==> src/rtl/ooo_settings.svh <==
`ifndef OOO_SETTINGS_SVH
`define OOO_SETTINGS_SVH

// data path
`define OOO_XLEN 32

// register files
`define OOO_LOG_REGS 32
`define OOO_PHY_REGS 64

// window sizes
`define OOO_IQ_DEPTH 8
`define OOO_ROB_DEPTH 16   // kept below the 64 - 32 free registers

`endif

==> src/rtl/ooo_pkg.sv <==
`default_nettype none
`include "ooo_settings.svh"

package ooo_pkg;

    typedef logic [`OOO_XLEN-1:0]               word_t;
    typedef logic [$clog2(`OOO_LOG_REGS)-1:0]   log_reg_t;
    typedef logic [$clog2(`OOO_PHY_REGS)-1:0]   phy_reg_t;
    typedef logic [$clog2(`OOO_ROB_DEPTH)-1:0]  rob_tag_t;

    // shifts take b[4:0] and slt is signed
    typedef enum logic [2:0] {
        ALU_ADD = 3'd0,
        ALU_SUB = 3'd1,
        ALU_AND = 3'd2,
        ALU_OR  = 3'd3,
        ALU_XOR = 3'd4,
        ALU_SLL = 3'd5,
        ALU_SRL = 3'd6,
        ALU_SLT = 3'd7
    } alu_op_t;

endpackage

`default_nettype wire

==> src/rtl/reorder_buffer.sv <==
`timescale 1ns/1ps
`default_nettype none
`include "ooo_settings.svh"

module reorder_buffer (
    input  wire                    clk,
    input  wire                    rst,
    input  wire                    dispatch,
    input  wire ooo_pkg::log_reg_t inst_rd,
    input  wire ooo_pkg::phy_reg_t dest_phy,
    input  wire ooo_pkg::phy_reg_t stale_phy,
    input  wire                    result_valid,
    input  wire ooo_pkg::rob_tag_t result_tag,
    input  wire ooo_pkg::word_t    result_value,
    output ooo_pkg::rob_tag_t      rob_tail,
    output logic                   rob_full,
    output logic                   free_valid,
    output ooo_pkg::phy_reg_t      free_phy,
    output logic                   commit_valid,
    output ooo_pkg::log_reg_t      commit_rd,
    output ooo_pkg::word_t         commit_value
);
    import ooo_pkg::*;

    localparam int DEPTH = `OOO_ROB_DEPTH;
    localparam int CW    = $clog2(DEPTH) + 1;

    log_reg_t         rd    [DEPTH];
    phy_reg_t         stale [DEPTH];
    word_t            value [DEPTH];
    logic [DEPTH-1:0] writes;    // slot renamed a real register
    logic [DEPTH-1:0] done;
    rob_tag_t         head;
    rob_tag_t         tail;
    logic [CW-1:0]    count;

    assign rob_tail     = tail;
    assign rob_full     = count == CW'(DEPTH);
    assign commit_valid = count != '0 && done[head];
    assign commit_rd    = rd[head];
    assign commit_value = value[head];
    assign free_valid   = commit_valid && writes[head];   // old mapping now dead
    assign free_phy     = stale[head];

    always_ff @(posedge clk) begin
        if (rst) begin
            head  <= '0;
            tail  <= '0;
            count <= '0;
            done  <= '0;
        end else begin
            if (dispatch) begin
                tail       <= tail + 1'b1;
                done[tail] <= 1'b0;
            end
            if (result_valid)
                done[result_tag] <= 1'b1;
            if (commit_valid)
                head <= head + 1'b1;
            count <= count + CW'(dispatch) - CW'(commit_valid);
        end
    end

    always_ff @(posedge clk) begin
        if (dispatch) begin
            rd[tail]     <= inst_rd;
            stale[tail]  <= stale_phy;
            writes[tail] <= dest_phy != '0;
        end
        if (result_valid)
            value[result_tag] <= result_value;
    end

    // tag must fall between head and tail
    a_tag_live: assert property (@(posedge clk) disable iff (rst)
        result_valid |-> CW'(rob_tag_t'(result_tag - head)) < count)
        else $error("reorder buffer: result for an empty slot");

endmodule

`default_nettype wire

==> config.mk <==
export PLATFORM = sky130hd
export DESIGN_NAME = reorder_buffer
export DESIGN_NICKNAME = d
export VERILOG_FILES = /design/src/rtl/ooo_pkg.sv /design/src/rtl/reorder_buffer.sv
export VERILOG_INCLUDE_DIRS = /design/src /design/src/rtl
export SDC_FILE = /design/constraint.sdc
export NUM_CORES = 1
export LEC_CHECK = 0
export CAP_MARGIN = 40
export CORE_MARGIN = 4
export CORE_UTILIZATION = 45
export DETAILED_ROUTE_END_ITERATION = 10
export DONT_BUFFER_PORTS = 1
export HOLD_SLACK_MARGIN = 0.1
export PLACE_DENSITY = 0.68
export REMOVE_ABC_BUFFERS = 1
export SYNTH_ARGS = -nofsm -noshare
export SYNTH_HDL_FRONTEND = slang
export SYNTH_SLANG_ARGS = --single-unit
==> constraint.sdc <==
create_clock -name clk -period 8.5 [get_ports clk]
set_input_delay 2.55 -clock clk [delete_from_list [all_inputs] [get_ports clk]]
set_output_delay 2.55 -clock clk [all_outputs]
set_load 0.03 [all_outputs]
==> results of run 1 <==
-- synth_stat cells, types with 4 or more instances --
cell type | n | area, um^2
edfxtp_1 | 704 | 21100
mux4_2 | 216 | 4860
nor2_1 | 40 | 150
dfxtp_1 | 33 | 661
clkbuf_1 | 26 | 97.6
inv_1 | 25 | 93.8
a21oi_1 | 18 | 90.1
buf_2 | 16 | 80.1
nand2_1 | 15 | 56.3
ha_1 | 10 | 125
buf_1 | 9 | 33.8
mux2i_1 | 9 | 90.1
nand3_1 | 8 | 40.0
nor2b_1 | 8 | 50.1
mux4_1 | 5 | 131
nand2b_1 | 5 | 31.3
nor3_1 | 5 | 25.0
buf_4 | 4 | 30.0
nor3b_1 | 4 | 30.0
-- per-layer routing --
metal  vias to the layer above  routed length, um  GRT usage, %
li1                       5148                  -             -
met1                      6661              23800          24.1
met2                       398              29000          29.0
met3                        81               4640          5.06
met4                         0                956          4.08
met5                         -                  0             0
-- kinds of logic after synthesis --
group           Yosys count
mux                     235
flops                   737
buf+inv                  83
compound gates           28
xor+xnor                  6
fa+ha+maj                11
simple gates             97
-- path summary, 6_finish.rpt --
check	cells after the start	to	slack, ps	from
worst min register to register	2	done[15]$_SDFF_PP0_	480	done[15]$_SDFF_PP0_
worst max register to register	11	count[4]$_SDFF_PP0_	5050	head[0]$_SDFFE_PP0P_
worst min-delay path	2	done[15]$_SDFF_PP0_	480	done[15]$_SDFF_PP0_
worst max-delay path	4	commit_value[4]	2850	flop
-- per-stage QoR --
stage          setup TNS (ps)  hold WS, ps  total power, uW  cell area (um^2)  utilization, %
4_1_cts                     0          490             7360             31500            51.0
2_1_floorplan         -101200          448             4320             27900               -
3_3_place_gp                0          464             4360             29300            47.3
5_1_grt                     0          521             7530             31500            51.0
6_report                    0          485             7280             31500            51.0
3_5_place_dp                0          477             4370             29300            47.4
-- area by class of cell --
| class | instances | area share [%] |
|---|---|---|
| Sequential cell | 737 | 69.2 |
| Multi-Input combinational cell | 377 | 19.4 |
| Clock buffer | 91 | 6.15 |
| Tap cell | 837 | 3.32 |
| Timing Repair Buffer | 25 | 0.842 |
| Clock inverter | 35 | 0.794 |
| Inverter | 25 | 0.298 |
-- sequential cells by signal, indices dropped and copies added (netlist names), named ones only --
signal and count:
stale 96, head 4, count 5, rd 80
writes 16, done 16, value 512, rob_tail 4
-- worst max-delay path, cell delays in order (launching register included) --
cell	delay, ps
dfxtp_4	420
buf_16	290
buf_12	480
mux4_2	590
mux4_2	630
-- power breakdown --
part | internal, uW | switching [uW] | leakage, uW
Sequential | 4050 | 24.9 | 0.00665
Combinational | 92.1 | 125 | 0.00183
Clock | 1700 | 1290 | 0.00108
Total | 5840 | 1440 | 0.00956
==> impl_metrics.py, run 1 <==
metrics = {
    "outcome": {
        "status": "complete, no violations",
    },
    "logic_synthesis": {
        "synthArstFlopShare_pct": 0,
        "synthesis.area_mm2": 0.0282,
        "netlist_instances": 1197,
        "yosysWarnings": 0,
        "synthMuxAreaShare_pct": 18.3,
        "synth_xor_area_share_pct": 0.187,
        "synth_compound_area_share_pct": 0.591,
        "synth_seq_cells": 737,
        "synthAdderAreaFrac_pct": 0.515,
        "yosysUniqueCellTypes": 44,
        "synth_top_family_by_area": "multiplexers",
        "synth-simple-area-share_pct": 1.68,
        "synthFlopType": "edfxtp_1",
        "synth_edf_count": 704,
        "ys_seq_area_share_pct": 77.4,
        "syn_avg_cell_area_um2": 23.5,
    },
    "floorplanning": {
        "start_util_pct": 45.6,
        "die_h_um": 258,
        "coreArea_mm2": 0.0618,
        "rows": 91,
        "io_pins": 107,
        "fp.dieW_um": 258,
        "die-area_mm2": 0.0667,
    },
    "layout": {
        "seq_area_mm2": 0.0218,
        "drive_gt1_share_pct": 28.2,
        "final_common_cell": "edfxtp_1",
        "fillCellCount": 4759,
        "finalNonFillerCells": 2127,
        "nets": 1307,
        "layout_common_cells": "704 x edfxtp_1, 216 x mux4_2, 75 x clkbuf_16",
        "diodes": 0,
        "areaGrowthSynthToFinish_pct": 11.9,
        "multiInputGateArea_mm2": 0.00610,
    },
    "timing": {
        "slew-limit-headroom_pct": 46.9,
        "final-setup-viol-count": 0,
        "fin_ws_ps": 2850,
        "period_share_pct": 66.4,
        "fin_worst_skew_ps": 9.89,
        "hold_violations": 0,
        "rsz0062_at_grt": "no",
        "tightest_slew_ps": 796,
        "max_freq_ghz": 0.177,
        "period_minus_slack_ps": 5650,
        "drv_slew": 0,
    },
    "power": {
        "p_per_area_mw_per_mm2": 231,
        "vdd_drop_max_v": 0.000156,
        "leakage_uw": 0.00956,
    },
    "routing": {
        "drtIter0Drc": 1215,
        "wl_um": 58400,
        "num_vias": 12300,
        "dr.pass1.iters": 5,
        "routed_via_density": 5.78,
        "ant_nets": 0,
        "wire_per_inst_um": 27.5,
        "drc": 0,
    },
    "setup_path": {
        "crit_path_max_fanout": 69,
        "startpoint_type": "flop",
        "critical_path_class": "flop to output port",
        "end_kind": "output port",
        "cp.required_ps": 5950,
        "cp.arrival_ps": 3100,
    },
    "placed_design": {
        "numPortBuffers": 0,
        "dp.cells": 2001,
        "dp_hpwl_um": 28900,
        "dp_slack_ps": 3380,
        "place_congestion": 0.723,
    },
    "clock_tree": {
        "root_buffer": "clkbuf_16",
        "post_cts_buffers": 0,
        "clk_pin_slew_ps": 60,
        "clkLatencyLatePin_ps": 600,
        "h-tree-depth": 3,
        "cts_hold_buf": 0,
        "cts.sinks": 737,
        "cts_buffers": 73,
        "ctsResizeCount": 0,
        "ctsLongestPathBuffers": 3,
        "cts_tree": "yes",
    },
    "global_routing": {
        "grt_max_degree": 114,
        "grt_pass1_vias": 12900,
        "grt_first_pass_wirelength_um": 86500,
        "antenna_found_initial": 0,
        "grt_usage_pct": 17.8,
        "grt_overflow": 0,
    },
    "job": {
        "cap_violations": 0,
    },
    "worst_hold_path": {
        "hp-class": "flop to flop",
    },
}
No activity file was read; power rests on OpenSTA's default activity.
==> inputs of run 2 (changes only) <==
- clock period: 8.5 -> 5.57 ns (I/O delays scaled with it)
==> run 2 against run 1 <==
Cell count increased by 0.85%. Sequential cell count unchanged. Non-clock buffer count increased by 18. Critical path type unchanged. Critical endpoint is now commit_value[12].
==> impl_metrics.py, run 2 (same netlist as run 1, synthesis figures left out) <==
metrics = {
    "outcome": {
        "status": "complete, no violations",
    },
    "timing": {
        "slew-limit-headroom_pct": 40.1,
        "period_share_pct": 82.5,
        "drv_slew": 0,
        "fin_worst_skew_ps": 19.5,
        "rsz0062_at_grt": "no",
        "final-setup-viol-count": 0,
        "period_minus_slack_ps": 4600,
        "tightest_slew_ps": 896,
        "hold_violations": 0,
        "max_freq_ghz": 0.217,
    },
    "layout": {
        "nets": 1325,
        "final_common_cell": "edfxtp_1",
        "finalNonFillerCells": 2145,
        "drive_gt1_share_pct": 29.3,
        "layout_common_cells": "704 x edfxtp_1, 216 x mux4_2, 76 x clkbuf_16",
        "largest_register_ff_count": 512,
        "areaGrowthSynthToFinish_pct": 12.9,
        "fillCellCount": 4704,
        "reg_top3": "value (512), stale (96), rd (80)",
        "regMostFlops": "value",
        "diodes": 0,
        "final_area_mm2": 0.0318,
    },
    "global_routing": {
        "grt_overflow": 0,
        "antenna_found_initial": 0,
        "grt_first_pass_wirelength_um": 87500,
        "grt_max_degree": 45,
        "grt_pass1_vias": 12900,
        "grt_usage_pct": 18.0,
    },
    "setup_path": {
        "cp.required_ps": 3900,
        "cp.arrival_ps": 2930,
        "cp_slowest_stage_delay_ps": 750,
        "cp_common_cell": "mux4_2",
        "end_kind": "output port",
        "crit_path_max_fanout": 26,
        "startpoint_type": "flop",
        "crit_chain": "buf_4 > mux4_2 > mux4_2",
        "slowest_stage": "dfxtp_4",
        "critical_path_class": "flop to output port",
    },
    "routing": {
        "dr.pass1.iters": 5,
        "wl_um": 59700,
        "ant_nets": 0,
        "drtIter0Drc": 1272,
        "wire_per_inst_um": 27.8,
        "num_vias": 12500,
        "routed_via_density": 5.81,
        "wl_met2_um": 29200,
        "dr_wl_met3_um": 4510,
        "drc": 0,
        "met1_length_um": 24800,
        "highest_layer": "met4",
    },
    "placed_design": {
        "dp.cells": 2019,
        "place_area_mm2": 0.0296,
        "dp_hpwl_um": 32600,
        "place_congestion": 0.762,
        "numPortBuffers": 0,
    },
    "floorplanning": {
        "die-area_mm2": 0.0667,
        "io_pins": 107,
        "fp.dieW_um": 258,
        "coreArea_mm2": 0.0618,
        "die_h_um": 258,
        "start_util_pct": 45.6,
        "rows": 91,
    },
    "power": {
        "p_per_area_mw_per_mm2": 351,
        "vdd_drop_max_v": 0.000279,
        "leakage_uw": 0.00969,
    },
    "clock_tree": {
        "cts_tree": "yes",
        "cts.sinks": 737,
        "clk_pin_slew_ps": 60,
        "post_cts_buffers": 0,
        "clkLatencyLatePin_ps": 610,
        "cts_buffers": 73,
        "ctsResizeCount": 0,
        "root_buffer": "clkbuf_16",
        "h-tree-depth": 3,
        "ctsLongestPathBuffers": 3,
        "cts_hold_buf": 0,
    },
    "worst_hold_path": {
        "hp-class": "flop to flop",
    },
    "job": {
        "cap_violations": 0,
    },
}
[run 2: cell count changes in the layout (fill, tap and decap cells not counted)]
cell / delta
buf_12: +5
buf_16: +3
buf_4: +10
bufinv_16: -1
clkbuf_1: +2
clkbuf_16: +1
clkinv_1: -3
clkinv_2: -2
clkinv_8: +2
clkinvlp_4: +1
[run 2: path summary, 6_finish.rpt]
kind	startpoint	end	slack (ps)	cells past startpoint
min reg2reg	done[11]$_SDFF_PP0_	done[11]$_SDFF_PP0_	490	2
max reg2reg	head[0]$_SDFFE_PP0P_	count[4]$_SDFF_PP0_	2320	11
max	flop	commit_value[12]	970	3
min	done[11]$_SDFF_PP0_	done[11]$_SDFF_PP0_	490	2
[run 2: worst max-delay path, delay by kind of cell (launching register included)]
kind                   cells  cell delay, ps
buffers and inverters      1             400
DFF                        1             750
muxes                      2            1160
[run 2: cell type report]
cell class              instances  area [um^2]  share of cell area (%)
repair buffers                 43          523                    1.65
inverters                      25         93.8                   0.295
clock buffers                  94         1970                    6.20
clock inverters                32          239                   0.752
well taps                     837         1050                    3.29
multi-input cells             377         6100                    19.2
flip-flops and latches        737        21800                    68.6
[run 2: power breakdown]
group | internal, uW | switching, uW | leakage (uW)
sequential | 6180 | 40.3 | 0.00665
clock | 2600 | 2000 | 0.00108
combinational | 145 | 190 | 0.00196
total | 8920 | 2230 | 0.00969
[run 2: routing by layer]
metal  track usage [%]  vias to the layer above
met5                 0                        -
met4              4.25                        0
met3              4.82                       96
met2              28.9                      420
met1              25.1                     6762
li1                  -                     5184
[run 2: stage by stage]
stage	hold WS, ps	TNS (ps)	total power (uW)	setup slack, ps	util [%]
6_report	493	0	11100	972	51.4
5_1_grt	540	0	11500	790	51.4
4_1_cts	489	0	11200	873	51.4
3_5_place_dp	477	0	6680	1520	47.8
3_3_place_gp	471	0	6660	1520	47.6
2_1_floorplan	448	-189400	6590	-4400	-
